--- config.mk ---
export PLATFORM = sky130hd
export DESIGN_NAME = reg_file
export DESIGN_NICKNAME = d
export VERILOG_FILES = /design/src/common/riscv_pkg.sv /design/src/rtl/reg_file.sv
export SDC_FILE = /design/constraint.sdc
export NUM_CORES = 2
export LEC_CHECK = 0
export CORE_AREA = 2 2 465 236
export DETAILED_ROUTE_END_ITERATION = 10
export DIE_AREA = 0 0 467 238
export DONT_BUFFER_PORTS = 1
export PLACE_DENSITY = 0.75
export SLEW_MARGIN = 10
export SYNTH_ARGS = -nofsm -noshare
export SYNTH_HDL_FRONTEND = slang
export SYNTH_SLANG_ARGS = --single-unit
export TNS_END_PERCENT = 10
--- constraint.sdc ---
create_clock -name clk_i -period 1.98 [get_ports clk_i]
set_input_delay 0.297 -clock clk_i [delete_from_list [all_inputs] [get_ports clk_i]]
set_output_delay 0.297 -clock clk_i [all_outputs]
set_load 0.05 [all_outputs]
--- src/common/riscv_pkg.sv ---
// RV32I memory and write-back definitions

package riscv_pkg;

    // data path and register index widths
    localparam int XLEN       = 32;
    localparam int REG_ADDR_W = 5;

    // memory operation carried down from execute
    typedef enum logic [3:0] {
        MEM_NOP = 4'd0,
        MEM_LB  = 4'd1,
        MEM_LBU = 4'd2,
        MEM_LH  = 4'd3,
        MEM_LHU = 4'd4,
        MEM_LW  = 4'd5,
        MEM_SB  = 4'd6,
        MEM_SH  = 4'd7,
        MEM_SW  = 4'd8
    } mem_oper_t;

    // EX/MEM pipeline bundle
    typedef struct packed {
        // memory address for loads and stores, plain result otherwise
        logic [XLEN-1:0]       alu_result;
        // store data
        logic [XLEN-1:0]       oper2;
        mem_oper_t             mem_oper;
        logic                  trap;
        logic                  wb_use_mem;
        logic                  write_rd;
        logic [REG_ADDR_W-1:0] rd_addr;
    } ex_mem_t;

    // MEM/WB pipeline bundle
    typedef struct packed {
        logic                  wb_use_mem;
        logic                  write_rd;
        logic [REG_ADDR_W-1:0] rd_addr;
        logic [XLEN-1:0]       alu_result;
        // load data, already aligned and extended
        logic [XLEN-1:0]       dmem_rdata;
        logic                  trap;
    } mem_wb_t;

    // write-back port, also used for forwarding
    typedef struct packed {
        logic                  we;
        logic [REG_ADDR_W-1:0] addr;
        logic [XLEN-1:0]       data;
    } wb_t;

endpackage : riscv_pkg

--- src/rtl/reg_file.sv ---
// Register file and write-back select

`timescale 1ns/1ps

module reg_file
(
    input  logic                             clk_i,
    input  logic                             rstn_i,

    // from MEM/WB
    input  riscv_pkg::mem_wb_t               mem_wb_i,

    // read ports for decode
    input  logic [riscv_pkg::REG_ADDR_W-1:0] rs1_addr_i,
    input  logic [riscv_pkg::REG_ADDR_W-1:0] rs2_addr_i,
    output logic [riscv_pkg::XLEN-1:0]       rs1_data_o,
    output logic [riscv_pkg::XLEN-1:0]       rs2_data_o,

    // write-back port that also leaves the top for forwarding
    output riscv_pkg::wb_t                   wb_o
);

    import riscv_pkg::*;

    localparam int NUM_REGS = 1 << REG_ADDR_W;

    logic [XLEN-1:0] regs [NUM_REGS];

    logic [XLEN-1:0] wb_data;
    logic            wb_we;

    // result source is load data or the ALU value
    assign wb_data = mem_wb_i.wb_use_mem ? mem_wb_i.dmem_rdata : mem_wb_i.alu_result;

    // trapped items and x0 never write
    assign wb_we = mem_wb_i.write_rd
                 && !mem_wb_i.trap
                 && (mem_wb_i.rd_addr != '0);

    always_comb
    begin
        wb_o      = '0;
        wb_o.we   = wb_we;
        wb_o.addr = mem_wb_i.rd_addr;
        wb_o.data = wb_data;
    end

    // register array write
    always_ff @(posedge clk_i or negedge rstn_i)
    begin
        if (!rstn_i)
        begin
            for (int i = 0; i < NUM_REGS; i++)
            begin
                regs[i] <= '0;
            end
        end
        else if (wb_o.we)
        begin
            regs[wb_o.addr] <= wb_o.data;
        end
    end

    // combinational reads without write bypass
    always_comb
    begin
        if (rs1_addr_i == '0)
        begin
            rs1_data_o = '0;
        end
        else
        begin
            rs1_data_o = regs[rs1_addr_i];
        end
    end

    always_comb
    begin
        if (rs2_addr_i == '0)
        begin
            rs2_data_o = '0;
        end
        else
        begin
            rs2_data_o = regs[rs2_addr_i];
        end
    end

    // write enable must stay low for trapped items
    assert property (@(posedge clk_i) disable iff (!rstn_i)
        mem_wb_i.trap |-> !wb_o.we)
    else $error("reg_file: write enabled while trap is set");

endmodule : reg_file

# [Word-level counts from Yosys, hierarchy flattened]
# Cells that the tools add are included.
[totals] reg_bits=1024 input_bits=84 out_inout_bits=102 word_cells=58
[classes] n_lt_le_gt_ge=4 mux=12 bitwise=3 n_reduce_logical=7
[op_table] operator="bitwise mux 1024 bit" count=1
[op_table] operator="binary-select mux 32 bit (select 5 bit)" count=2
[op_table] operator="2-to-1 mux 32 bit" count=8
[op_table] operator="demux 32 bit (select 5 bit)" count=1
[op_table] operator="greater-or-equal comparator 6 bit (second input constant)" count=3
[op_table] operator="NOT 5 -> 6 bit" count=3
[op_table] operator="zero test 5 bit" count=2
[op_table] operator="< comparator 6 x 1 -> 1 bit (second input constant)" count=1
[op_table] operator="nonzero test 5 bit" count=1
[op_table] operator="logical AND 1 bit" count=3
[op_table] operator="zero test 1 bit" count=1

# [Depth between registers and ports, before layout]
[logic_depth] depth_word=6 mapped_depth=8 mapped_depth_nobuf=4

# [Worst setup path before layout]
# OpenSTA, ideal clock, no wires.
[synth_timing] path_kind="input port to output port" from="input port rs1_addr_i[1] in the netlist's numbering" to="output port rs1_data_o[16] in the netlist's numbering" t_arrival_ns=2.690 t_required_ns=1.683 setup_slack_ns=-1.007 cell_stages=7 path_buffers=3 path_cell_list="buf_2 > buf_6 > nor2b_1 > clkbuf_1 > a221oi_1 > o21ai_0 > a311oi_1"
[synth_via] elab_chain_len=5 elab_cells_between_ends=6 cone_classes="4 x mux; 1 x bitwise; 1 x reduce/logical"
[synth_rtl] element="start, declared" line_no="reg_file.sv:14" text="input logic [riscv_pkg::REG_ADDR_W-1:0] rs1_addr_i,"
[synth_rtl] element="NOT 5 -> 6 bit (not written as such)" line_no="reg_file.sv:73" text="rs1_data_o = regs[rs1_addr_i];"
[synth_rtl] element="binary-select mux 32 bit (select 5 bit)" line_no="reg_file.sv:73"
[synth_rtl] element="2-to-1 mux 32 bit (not written as such) (2 in a row)" line_no="reg_file.sv:73"
[synth_rtl] element="2-to-1 mux 32 bit (*)" line_no="reg_file.sv:67" text="if (rs1_addr_i == '0)"
[synth_rtl] element="end, declared" line_no="reg_file.sv:16" text="output logic [riscv_pkg::XLEN-1:0] rs1_data_o,"
# Every way passes the cells marked *; elsewhere a longest branch is shown, timed or not. The select of a mux whose other input is x is not followed.

# [Worst setup path in the final report]
[layout_timing] from="input port rs1_addr_i[2] in the netlist's numbering" to="output port rs1_data_o[9] in the netlist's numbering"
# The elaborated chain is that of the path after synthesis.

==> results.md <==
* Critical-path top delay cell: or4_2
* Netlist cell types at 36
* Top flop regs: regs: 1024 flops
* Clock skew at 0 ps
* Final ANT Viol Nets at 0
* Ys flop type: dfrtp_1
* WP buf/inv at 2
* Fin worst setup slack at -942 ps
* 1st-iter DRT viols at 6834
* Initial antenna violation count at 0
* Critical Path End Type: output pin
* Top cells by area, synth: dfrtp_1 48%, mux4_2 19%, a21oi_1 4.8%, nor2_1 3.6%, nand2_1 3.6%
* Worst Path Max Fanout at 289
* Syn Area/Cell at 11.1 um^2
* Slew headroom at 15.4%
* Max reg flops at 1024
* IO Port Bufs at 0
* Worst min path class: in -> reg
* Final Setup Violations at ~560
* GRT Resource Usage Total at 33.5%
* CTS Root Cell: clkbuf_16
* DIE AREA at 111000 um^2
* Final number of hold-violating endpoints at 0
* Critical path launch point type: primary input
* Register area share after synthesis at between 40% and 50%
* CTS clk-pin slew, worst paths at 70 ps
* Htree depth at 3
* Die W at 467 um
* Fmax at 342 MHz
* Num CTS Buffers at a little under 90
* Syn_nets at 4873
* Routed WL per cell at 29.7 um
* CTS tree: built
* Synth Instances at 4789
* Cells along the critical path: or4_2 > buf_4 > o21ai_1 > a311oi_4 > buf_12
* Number of global-route vias before repair at 42400
* Post-route DRC at 0
* # diodes at 0
* Synth async-reset ratio at 100%
* Status: finished with violations
* Layout cells sized above 1 at 29.7%
* Largest stage delay, worst path at 990 ps
* Final #Nets at 4862
* Vias/cell at just under 7
* Design Area, Final at roughly 64000 um^2
* Rows at 85
* Worst slew pin tran at between 1000 and 1500 ps
* Final period utilization at 148%
* Initial Util at 49.9%
* Grt ovf at 0
* Longest Clk Path Bufs at 3
* Yosys top cell by area: dfrtp_1
* Yosys reg bits at approximately 1000
* Post-synth EDFFs at 0
* DP HPWL at 111 mm
* Final Slew Violations at 0
* Gpl congestion at 0.896
* Crit-path leading delay family: simple AND/OR/NAND/NOR gates
* Crit path time final at 2920 ps
* Vias at roughly 43000
* Worst Path Arrival at 2620 ps
* Placed cell areas at 59400 um^2
* Synth warn at 0
* Total power at around 0.060 W
* Top-count cell post-synth: dfrtp_1
* Die Y-Extent at 238 um
* Failing checks: setup timing
* Latest clock arrival within the worst-skew pair at between 700 and 800 ps
* Max-cap violations at 0
* Ports at 186
* First-pass DRT Iterations at 8
* Syn-to-layout area delta at 19.4%
* CP Data Required Time at around 1700 ps
* Power Density at between 900 and 1000 nW/um^2
* Largest net degree at the start of global routing at between 1000 and 1500
* Commonest cells post-synth: 1024 x dfrtp_1, 518 x nor2_1, 512 x a21oi_1
* Sink Count at between 1000 and 1500
* Largest register by flop count: regs
* Routed wire length at 187 mm
* First-pass GRT wire length at 277 mm
* Max rail drop VDD at 0.803 mV
* RSZ-0062 raised after global routing: yes
* Core Area at 107000 um^2
* Static Leak at around 27 nW
* Crit path kind: in -> out
* Post-synth design cell area at 53300 um^2
* Yosys top cell area share at 48.1%
* Setup_tns at -169080 ps
==> cell type report <==
type	instances	area, um^2
multi-input cells	3179	27600
fillers	8075	43200
flip-flops and latches	1024	25600
well taps	1435	1800
clock inverters	45	636
repair buffers	451	5460
clock buffers	118	2460
inverters	34	133
==> cell usage in the layout, fill, tap and decap left out, types with 38 or more instances in the layout <==
cell type	count
buf_12	146
a221oi_2	40
a311oi_4	64
mux4_2	448
a22oi_1	50
mux2i_1	128
a211oi_2	38
o21ai_2	67
nand2_1	511
buf_4	277
nor2b_1	52
o21ai_1	320
mux2_2	47
o21ai_0	187
clkbuf_16	94
a21oi_1	512
nor2_1	514
dfrtp_1	1024
==> cell families (layout without fill, tap and decap cells) <==
group / Yosys count / after routing / synth area share [%]
compound gates: 1361 / 1361 / 14.5
buf+inv: 586 / 648 / 5.20
flops: 1024 / 1024 / 48.1
mux: 672 / 672 / 23.3
simple gates: 1146 / 1146 / 8.96
==> per-layer routing <==
layer / wire, um / share of wire [%] / GRT usage [%] / vias to the layer above
met5: 0 / 0 / 0 / -
met2: 77500 / 41 / 45.4 / 3388
met1: 69400 / 37 / 46.0 / 21500
li1: - / - / - / 17500
met3: 29900 / 16 / 14.3 / 623
met4: 10200 / 5.5 / 16.8 / 0
==> worst min-delay path, delay by kind of cell <==
family                 cells  cell delay [ps]
buffers and inverters      1              200
AOI/OAI and AO/OA          1              130
muxes                      1              100
==> path summary, 6_finish.rpt <==
path                       slack, ps           from  cells past startpoint       endpoint
min                               50   mem_wb_i[20]                      3      regs[947]
max reg2reg                     1070      regs[534]                      4      regs[534]
max in group asynchronous       -490         rstn_i                      5      regs[246]
min in group asynchronous        360         rstn_i                      2      regs[461]
max                             -940  rs1_addr_i[2]                      5  rs1_data_o[9]
min reg2reg                      400      regs[999]                      0      regs[999]
==> power breakdown <==
group          switching, W  internal (W)  total [W]
sequential          0.00284        0.0243     0.0272
combinational       0.00696       0.00718     0.0141
clock               0.00861        0.0105     0.0191
total                0.0184        0.0421     0.0605
==> repair_timing <==
item | CTS | global route
endpoints found under the setup margin | 64 | 719
gates cloned | 0 | 6
pin swaps | 56 | 18
hold buffers | 9 | 1
hold endpoints to repair | 1048 | 193
resized for setup | 120 | 57
setup buffers | 2 | 0
==> through the flow <==
stage          std cells  worst slack (ps)  util, %  hold WS (ps)
2_1_floorplan       4789              -167        -          1.41
3_3_place_gp        6101              -526     55.5          41.3
3_5_place_dp        6101              -618     55.5          30.9
4_1_cts             6274              -821     59.0          -734
5_1_grt             6286              -837     59.6          36.6
6_report            6286              -942     59.6          48.5
Power figures use the tool's default switching activity.
