<file path="src/common/riscv_pkg.sv">
// RV32I memory and write-back definitions

package riscv_pkg;

    // data path and register index widths
    localparam int XLEN       = 32;
    localparam int REG_ADDR_W = 5;

    // memory operation carried down from execute
    typedef enum logic [3:0] {
        MEM_NOP = 4'd0,
        MEM_LB  = 4'd1,
        MEM_LBU = 4'd2,
        MEM_LH  = 4'd3,
        MEM_LHU = 4'd4,
        MEM_LW  = 4'd5,
        MEM_SB  = 4'd6,
        MEM_SH  = 4'd7,
        MEM_SW  = 4'd8
    } mem_oper_t;

    // EX/MEM pipeline bundle
    typedef struct packed {
        // memory address for loads and stores, plain result otherwise
        logic [XLEN-1:0]       alu_result;
        // store data
        logic [XLEN-1:0]       oper2;
        mem_oper_t             mem_oper;
        logic                  trap;
        logic                  wb_use_mem;
        logic                  write_rd;
        logic [REG_ADDR_W-1:0] rd_addr;
    } ex_mem_t;

    // MEM/WB pipeline bundle
    typedef struct packed {
        logic                  wb_use_mem;
        logic                  write_rd;
        logic [REG_ADDR_W-1:0] rd_addr;
        logic [XLEN-1:0]       alu_result;
        // load data, already aligned and extended
        logic [XLEN-1:0]       dmem_rdata;
        logic                  trap;
    } mem_wb_t;

    // write-back port, also used for forwarding
    typedef struct packed {
        logic                  we;
        logic [REG_ADDR_W-1:0] addr;
        logic [XLEN-1:0]       data;
    } wb_t;

endpackage : riscv_pkg

</file>
<file path="src/mem_stage/mem_rw.sv">
// Load/store unit with MEM/WB registers

`timescale 1ns/1ps

module mem_rw
(
    input  logic                       clk_i,
    input  logic                       rstn_i,

    // from EX/MEM
    input  riscv_pkg::ex_mem_t         ex_mem_i,

    // data memory read port
    output logic [riscv_pkg::XLEN-1:0] rw_addr_o,
    output logic                       read_o,
    input  logic [riscv_pkg::XLEN-1:0] rdata_i,

    // data memory write port
    output logic [3:0]                 wsel_byte_o,
    output logic [riscv_pkg::XLEN-1:0] wdata_o,

    // MEM/WB registers
    output riscv_pkg::mem_wb_t         mem_wb_o
);

    import riscv_pkg::*;

    logic [XLEN-1:0] addr;
    logic [7:0]      byte_lane;
    logic [15:0]     half_lane;
    logic [XLEN-1:0] load_data;
    mem_wb_t         mem_wb_d;

    // low bits only pick the lane, misalignment is not flagged
    assign addr = ex_mem_i.alu_result;

    // lane pick from the fetched word
    assign byte_lane = rdata_i[8*addr[1:0] +: 8];
    assign half_lane = rdata_i[16*addr[1] +: 16];

    always_comb
    begin
        load_data   = '0;
        wsel_byte_o = '0;
        wdata_o     = '0;
        read_o      = 1'b0;

        case (ex_mem_i.mem_oper)
            MEM_LB:
            begin
                read_o    = 1'b1;
                load_data = XLEN'(signed'(byte_lane));
            end
            MEM_LBU:
            begin
                read_o    = 1'b1;
                load_data = XLEN'(byte_lane);
            end
            MEM_LH:
            begin
                read_o    = 1'b1;
                load_data = XLEN'(signed'(half_lane));
            end
            MEM_LHU:
            begin
                read_o    = 1'b1;
                load_data = XLEN'(half_lane);
            end
            MEM_LW:
            begin
                read_o    = 1'b1;
                load_data = rdata_i;
            end

            // stores shift data and mask into the addressed lanes
            MEM_SB:
            begin
                wsel_byte_o = 4'b0001 << addr[1:0];
                wdata_o     = ex_mem_i.oper2 << (8 * addr[1:0]);
            end
            MEM_SH:
            begin
                wsel_byte_o = 4'b0011 << (2 * addr[1]);
                wdata_o     = ex_mem_i.oper2 << (16 * addr[1]);
            end
            MEM_SW:
            begin
                wsel_byte_o = 4'b1111;
                wdata_o     = ex_mem_i.oper2;
            end

            default:
            begin
            end
        endcase
    end

    // address is held at zero when idle
    assign rw_addr_o = (ex_mem_i.mem_oper != MEM_NOP) ? addr : '0;

    // next MEM/WB contents
    always_comb
    begin
        mem_wb_d            = '0;
        mem_wb_d.wb_use_mem = ex_mem_i.wb_use_mem;
        mem_wb_d.write_rd   = ex_mem_i.write_rd;
        mem_wb_d.rd_addr    = ex_mem_i.rd_addr;
        mem_wb_d.alu_result = ex_mem_i.alu_result;
        mem_wb_d.dmem_rdata = load_data;
        mem_wb_d.trap       = ex_mem_i.trap;
    end

    always_ff @(posedge clk_i or negedge rstn_i)
    begin
        if (!rstn_i)
        begin
            mem_wb_o <= '0;
        end
        else
        begin
            mem_wb_o <= mem_wb_d;
        end
    end

    // a cycle is either a load or a store, never both
    assert property (@(posedge clk_i) disable iff (!rstn_i)
        !(read_o && (wsel_byte_o != 4'b0000)))
    else $error("mem_rw: read and write strobes active together");

    // idle cycles must leave memory untouched
    assert property (@(posedge clk_i) disable iff (!rstn_i)
        (ex_mem_i.mem_oper == MEM_NOP) |-> (wsel_byte_o == 4'b0000))
    else $error("mem_rw: byte strobes on an idle cycle");

endmodule : mem_rw

</file>
<file path="config.mk">
export PLATFORM = sky130hd
export DESIGN_NAME = mem_rw
export DESIGN_NICKNAME = d
export VERILOG_FILES = /design/src/common/riscv_pkg.sv /design/src/mem_stage/mem_rw.sv
export SDC_FILE = /design/constraint.sdc
export NUM_CORES = 1
export LEC_CHECK = 0
export ABC_AREA = 1
export BUFFER_PORTS_ARGS = -buffer_cell sky130_fd_sc_hd__buf_4
export CORE_ASPECT_RATIO = 1.1
export CORE_MARGIN = 4
export CORE_UTILIZATION = 40
export DETAILED_ROUTE_END_ITERATION = 16
export GPL_ROUTABILITY_DRIVEN = 1
export PLACE_DENSITY_LB_ADDON = 0.25
export SLEW_MARGIN = 20
export SYNTH_ARGS = -nofsm -noshare
export SYNTH_HDL_FRONTEND = slang
export SYNTH_SLANG_ARGS = --single-unit
</file>
<file path="constraint.sdc">
create_clock -name clk_i -period 1.5 [get_ports clk_i]
set_input_delay 0.15 -clock clk_i [delete_from_list [all_inputs] [get_ports clk_i]]
set_output_delay 0.15 -clock clk_i [all_outputs]
set_load 0.005 [all_outputs]
</file>
Word-level counts from Yosys, hierarchy flattened
Cells that the tools add are included.
{"block": "word_totals", "regBits": 72, "in_bits": 110, "output_inout_bits": 141, "wordCells": 27}
{"block": "op_classes", "n_eq_ne": 8, "shifts": 6, "muxes": 5, "reduce_logical": 2}
{"op": "$pmux W32 S5", "n": 1}
{"op": "$pmux W32 S3", "n": 1}
{"op": "$shl A32 B5 Y32", "n": 2}
{"op": "$mux W32", "n": 1}
{"op": "$shiftx A32 B6 Y16", "n": 1}
{"op": "$shiftx A32 B6 Y8", "n": 1}
{"op": "$eq A4 B3 Y1 const B", "n": 4}
{"op": "$pmux W4 S3", "n": 1}
{"op": "$eq A4 B2 Y1 const B", "n": 2}
{"op": "$reduce_or A5 Y1", "n": 1}
{"op": "$eq A4 B1 Y1 const B", "n": 1}
{"op": "$eq A4 B4 Y1 const B", "n": 1}
{"op": "$reduce_bool A4 Y1", "n": 1}
{"op": "$shl A1 B2 Y4 const A", "n": 1}
{"op": "$shl A2 B2 Y4 const A", "n": 1}
{"op": "$mux W1", "n": 1}

Longest topological paths before layout
Gate-level depths: netlist of the first run.
{"block": "depth", "ltp_word": 3, "ltp_mapped": 9, "ltp_nobuf": 8}

Worst setup path after synthesis of the first run
OpenSTA, ideal clock, no wires.
{"block": "synth_path", "path_kind": "input to output", "startpoint": "in ex_mem_i[44] (netlist bit)", "endpoint": "out wdata_o[1] (netlist bit)", "t_arrival_ns": 1.087, "t_required_ns": 1.350, "slack_ns": 0.263, "cell_stages": 7, "n_path_buf": 2, "cell_sequence": "buf_2 nor2_1 nand3_1 nand3_2 buf_4 nand3_1 inv_1"}
{"block": "synth_via", "elab_chain_len": 2}
{"element": "start: declaration", "line_no": "mem_rw.sv:11", "text": "input riscv_pkg::ex_mem_t ex_mem_i,"}
{"element": "$shl A32 B5 Y32", "line_no": "mem_rw.sv:79", "text": "wdata_o = ex_mem_i.oper2 << (8 * addr[1:0]);"}
{"element": "$pmux W32 S3", "line_no": "mem_rw.sv:48", "text": "case (ex_mem_i.mem_oper)"}
{"element": "end: declaration", "line_no": "mem_rw.sv:20", "text": "output logic [riscv_pkg::XLEN-1:0] wdata_o,"}
Every way passes these cells.

Final worst setup path of the first run
{"block": "layout_path", "startpoint": "in ex_mem_i[8] (netlist bit)", "endpoint": "out wdata_o[27] (netlist bit)"}
{"block": "layout_via", "elab_chain_len": 2, "elab_cells_between_ends": 4, "classes_between": "eq/ne (3); mux (1)"}
{"element": "$eq A4 B4 Y1 or $eq A4 B3 Y1 (tied branches)", "line_no": "mem_rw.sv:48"}
{"element": "$pmux W32 S3 *", "line_no": "mem_rw.sv:48"}
Every way passes the cells marked *; elsewhere a longest branch is shown, timed or not.

==> flow_summary.json, run 1 <==
{
  "outcome": "completed",
  "wirelength_um": 15860,
  "syn_nets": 659,
  "via_per_inst": 4.952,
  "clock_tree.buffer_depth": 2,
  "syn2layout_area_growth_pct": 72.87,
  "wl_met1_um": 5617,
  "leakage_nw": 3.886,
  "clkTransAtPathRegs_ns": 0.07,
  "nets": 966,
  "start_util_pct": 41.13,
  "cp_cell_sequence": "buf_4 -> nor2_1 -> nand3_2 -> nand3_4 -> nand2_1 -> nand3_1 -> buf_4",
  "met2WireLength_um": 8180,
  "yosysSeqAreaShare_pct": 46.84,
  "synth_area_um2": 3846,
  "post-synth-top-count-cell": "nand2_1",
  "worst_slew_pin_slew_ns": 0.6106,
  "hold_class": "input port to register",
  "placed_area_um2": 6032,
  "synth_top_area_share_pct": 46.84,
  "fin_util_pct": 71.10,
  "reg.largest.list": "mem_wb_o: 72 flops",
  "diodes": 0,
  "slew-limit-headroom_pct": 59.14,
  "timing.fmax_mhz": 716.2,
  "grt_max_degree": 35,
  "antenna_found_initial": 0,
  "hpwl_um": 11630,
  "powerDensity_nw_per_um2": 711.2,
  "setup_viol_count_final": 0,
  "grt_pass1_wl_um": 24750,
  "drtAntennaViolNets": 0,
  "hold_end": "mem_wb_o[30]$_DFF_PN0_",
  "finalPower_w": 0.004728,
  "cts_made_buffers": 9,
  "yosysTopAreaCell": "dfrtp_1",
  "drt_iter0_drc": 226,
  "crit_slowest_cell": "nand3_4",
  "grt_pass1_vias": 4897,
  "min_from": "rdata_i[29]",
  "dieWidth_um": 101.5,
  "crit_type": "input port to output pin",
  "core_um2": 9351,
  "fin_crit_ns": 1.396,
  "h-tree-depth": 3,
  "dr_wl_met3_um": 1576,
  "maxCapViolations": 0,
  "synth.distinct_cells": 24,
  "cp.required_ns": 1.35,
  "cts-root-buf": "clkbuf_8",
  "ys_top_cells_by_area": "dfrtp_1 47%, nand2_1 16%, nand3_1 12%, inv_1 7.4%, nor2_1 6.1%",
  "syn_avg_cell_area_um2": 7.006,
  "crit_family": "simple AND/OR/NAND/NOR gates",
  "wl_per_cell_um": 16.21,
  "pin_count": 251,
  "synthCells": 549,
  "yosys_warnings": 0,
  "cts_tree": "yes",
  "ff_latch_area_um2": 1802,
  "ys_seq_elements": 72,
  "dieArea_um2": 11250,
  "arrival_ns": 1.25,
  "slew_viol_final": 0,
  "synth_common_cells": "166 x nand2_1, 92 x nand3_1, 76 x inv_1",
  "synthArstFlopShare_pct": 100.0,
  "largest_register_ff_count": 72,
  "dp_slack_ns": 0.01937,
  "place_congestion": 0.9458,
  "critPathMaxFanout": 15,
  "fin_area_um2": 6649,
  "multi_input_area_um2": 1647,
  "ys.flop_type": "dfrtp_1",
  "post-cts-setup-buffers": 0,
  "path_buf_inv": 2,
  "grt-ovfl-total": 0,
  "timing.final.ws_setup_ns": 0.1037,
  "cp-start-kind": "input port",
  "first_pass_iters": 5,
  "endpoint_kind": "output pin",
  "num_rows": 37,
  "synth_edf_count": 0,
  "portBuffers": 250,
  "fin_crit_sh_pct": 93.08,
  "min_path_cells": 3,
  "cpPeakStageDelay_ns": 0.27,
  "vdd_drop_max_mv": 0.3344,
  "die_h_um": 110.8,
  "top_layer": "met4",
  "fillers": 714,
  "via_count": 4843,
  "hold_viol": 0,
  "drc": 0,
  "drive_gt1_share_pct": 36.00,
  "top_register": "mem_wb_o",
  "grt_usage_pct": 27.93,
  "cp_common_cell": "buf_4",
  "cts_sinks": 72
}
==> layout make-up <==
class	instances	area share, %
Inverter	82	4.686
Clock buffer	14	2.597
Tap cell	117	2.202
Multi-Input combinational cell	372	24.76
Sequential cell	72	27.10
Clock inverter	2	0.1882
Timing Repair Buffer	319	38.46
==> report_power, final <==
group | switching [W] | leakage [nW] | internal (W) | total, W
combinational | 0.000581 | 2.89 | 0.000654 | 0.00124
clock | 0.000680 | 0.0927 | 0.000735 | 0.00141
sequential | 0.0000358 | 0.900 | 0.00204 | 0.00208
==> worst max-delay path by stage <==
stage                 startpoint          end  slack [ns]  cells after the start
floorplan           ex_mem_i[44]   wdata_o[1]        0.26                      7
global placement     ex_mem_i[8]  wdata_o[27]        0.03                      7
detailed placement   ex_mem_i[8]  wdata_o[27]        0.02                      7
CTS                  ex_mem_i[8]  wdata_o[27]       0.008                      7
global route        ex_mem_i[11]   wdata_o[9]      -0.004                      8
finish               ex_mem_i[8]  wdata_o[27]        0.10                      7
==> stage by stage <==
stage           TNS (ns)  hold slack [ns]  std cells
6_report               0          0.03355        978
3_3_place_gp           0           0.1220        922
3_5_place_dp           0           0.1267        922
2_1_floorplan          0          -0.1456        549
5_1_grt        -0.004002          0.02151        978
4_1_cts                0         0.008792        978
==> what timing repair did <==
| item | CTS | global route |
|---|---|---|
| hold buffers | 40 | 0 |
| setup endpoints to repair | 0 | 32 |
| hold endpoints to repair | 69 | 0 |
| resized for setup | 0 | 8 |
==> metal layers <==
layer / track usage, % / up-vias
met3: 6.293 / 39
met1: 31.54 / 2197
met5: 0 / -
met4: 10.90 / 0
li1: - / 2311
met2: 49.91 / 296
==> cell families (layout without fill, tap and decap cells) <==
kind of cell,count (synthesis),in the layout,share of synthesized area (%)
AO/OA/AOI/OAI,45,45,6.409
buffers and inverters,105,417,11.22
flip-flops,72,72,46.84
AND/OR/NAND/NOR,327,327,35.52
==> cells in the final DEF (no fill, tap or decap) <==
master / instances
buf_4: 274
nand2_1: 163
nand3_1: 91
inv_1: 76
dfrtp_1: 72
nor2_1: 62
dlygate4sd3_1: 40
a21oi_1: 18
clkbuf_8: 12
o21ai_1: 10
o21ai_0: 9
inv_2: 5
a22oi_1: 5
buf_12: 5
nand2_2: 4
nor2_2: 2
clkinvlp_4: 2
clkbuf_1: 2
nor2_4: 1
nand3_2: 1
nand3_4: 1
o21ai_2: 1
nand3b_1: 1
o31ai_1: 1
o211ai_1: 1
nor3_4: 1
clkinv_2: 1
No activity file was read; power rests on OpenSTA's default activity.
==> run 2, diff against run 1 <==
--- a/config.mk
+++ b/config.mk
@@ -10,6 +10,7 @@
 export CORE_ASPECT_RATIO = 1.1
 export CORE_MARGIN = 4
 export CORE_UTILIZATION = 40
+export CTS_BUF_LIST = sky130_fd_sc_hd__clkbuf_4
 export DETAILED_ROUTE_END_ITERATION = 16
 export GPL_ROUTABILITY_DRIVEN = 1
 export PLACE_DENSITY_LB_ADDON = 0.25
==> run 2 against run 1 <==
Sequential power about the same. Cell area increased by 2.9%. Utilization up 2.0 points. Clock power fell by 26%. Largest cell class unchanged. Worst setup slack got worse by 0.0017 ns. Non-clock buffer count increased by 27. Combinational power up 6%. Cell count up 2.8%. Die area stayed put. Flip-flop and latch count did not move. Sequential share of layout area is 0.76 points lower. Critical path depth unchanged.
==> flow_summary.json, run 2 (same netlist as run 1, synthesis figures left out) <==
{
  "first_pass_iters": 7,
  "dpl.cell_count": 922,
  "grt_max_degree": 35,
  "cts_tree": "yes",
  "wl_per_cell_um": 16.90,
  "start_util_pct": 41.13,
  "outcome": "completed",
  "crit_type": "input port to output pin",
  "slew_viol_final": 0,
  "crit_slowest_cell": "nand3_4",
  "wirelength_um": 16980,
  "cts_sinks": 72,
  "drtAntennaViolNets": 0,
  "syn2layout_area_growth_pct": 77.85,
  "vdd_drop_max_mv": 0.3172,
  "endpoint_kind": "output pin",
  "final_common_cell": "buf_4",
  "cp.required_ns": 1.35,
  "maxCapViolations": 0,
  "grt_pass1_vias": 5137,
  "nets": 993,
  "cp_cell_sequence": "buf_4 -> nor2_1 -> nand3_2 -> nand3_4 -> nand2_1 -> nand3_1 -> buf_4",
  "die_h_um": 110.8,
  "setup-tns-final_ns": 0,
  "final_cells": 1005,
  "core_um2": 9351,
  "via_per_inst": 5.076,
  "reg.largest.list": "mem_wb_o: 72 flops",
  "cp_common_cell": "buf_4",
  "pin_count": 251,
  "antenna_found_initial": 0,
  "arrival_ns": 1.25,
  "hold_viol": 0,
  "slew-limit-headroom_pct": 62.54,
  "powerDensity_nw_per_um2": 647.6,
  "grt-ovfl-total": 0,
  "via_count": 5101,
  "dieWidth_um": 101.5,
  "critPathMaxFanout": 15,
  "hpwl_um": 11630,
  "fin_crit_ns": 1.398,
  "worst_slew_pin_slew_ns": 0.5598,
  "clock_tree.buffer_depth": 2,
  "drc": 0,
  "grt_usage_pct": 29.77,
  "leakage_nw": 3.966,
  "clkTransAtPathRegs_ns": 0.11,
  "grt_pass1_wl_um": 26320,
  "num_rows": 37,
  "drive_gt1_share_pct": 34.80,
  "cts_made_buffers": 9,
  "cp-start-kind": "input port",
  "h-tree-depth": 3,
  "cpPeakStageDelay_ns": 0.27,
  "diodes": 0,
  "largest_register_ff_count": 72,
  "cts-root-buf": "clkbuf_4",
  "place_congestion": 0.9458,
  "fin_crit_sh_pct": 93.20,
  "dieArea_um2": 11250,
  "top_register": "mem_wb_o",
  "setup_viol_count_final": 0,
  "layout_common_cells": "274 x buf_4, 163 x nand2_1, 91 x nand3_1",
  "portBuffers": 250,
  "timing.fmax_mhz": 715.3,
  "drt_iter0_drc": 292,
  "hold_class": "input port to register"
}
run 2: changes by cell type in the layout (fill, tap and decap cells not counted), sizes merged:
| cell | before | now |
|---|---|---|
| dlygate4sd3 | 40 | 67 |
| clkinv | 1 | 4 |
| clkbuf | 14 | 11 |
run 2: report_power, final:
group | leakage [nW] | internal, W | switching, W | total [W]
registers | 0.900 | 0.00204 | 0.0000398 | 0.00208
logic | 3.01 | 0.000700 | 0.000612 | 0.00131
clock network | 0.0594 | 0.000360 | 0.000677 | 0.00104
run 2: timing repair:
item,CTS,global route
resized for setup,0,8
endpoints found under the setup margin,0,32
setup buffers,0,0
hold buffers,67,0
hold endpoints to repair,96,0
run 2: cell type report:
class	count	area [um2]
well taps	117	146.4
clock inverters	5	23.77
flip-flops and latches	72	1802
multi-input cells	372	1647
repair buffers	346	2828
fillers	670	2511
inverters	82	311.5
clock buffers	11	82.58
run 2: per-layer routing:
metal  track usage (%)  wire, um  up-vias
li1                  -         -     2374
met1             33.93      6090     2344
met2             53.10      8688      336
met3             6.545      1628       47
met4             11.35       576        0
met5                 0         0        -
run 2: worst max-delay path, delay by kind of cell:
kind	cells	cell delay, ns
buf+inv	2	0.25
simple gates	5	0.84
run 2: final timing paths:
path,from,endpoint,cells after the start
setup / recovery,ex_mem_i[8],wdata_o[27],7
hold / removal,rdata_i[0],mem_wb_o[1]$_DFF_PN0_,5
max in group asynchronous,rstn_i,mem_wb_o[15]$_DFF_PN0_,3
min in group asynchronous,rstn_i,mem_wb_o[61]$_DFF_PN0_,2
run 2: metrics by stage:
step           worst slack, ns  area, um2  hold slack [ns]  util, %  total power [W]
4_1_cts               0.007812       6809          0.03317    72.81         0.004382
6_report                0.1021       6840          0.05509    73.15         0.004430
2_1_floorplan           0.2628       3846          -0.1456        -         0.002478
5_1_grt              -0.004002       6840          0.06474    73.15         0.004656
3_3_place_gp           0.02785       6032           0.1220    64.50         0.003223
3_5_place_dp           0.01937       6032           0.1267    64.50         0.003241
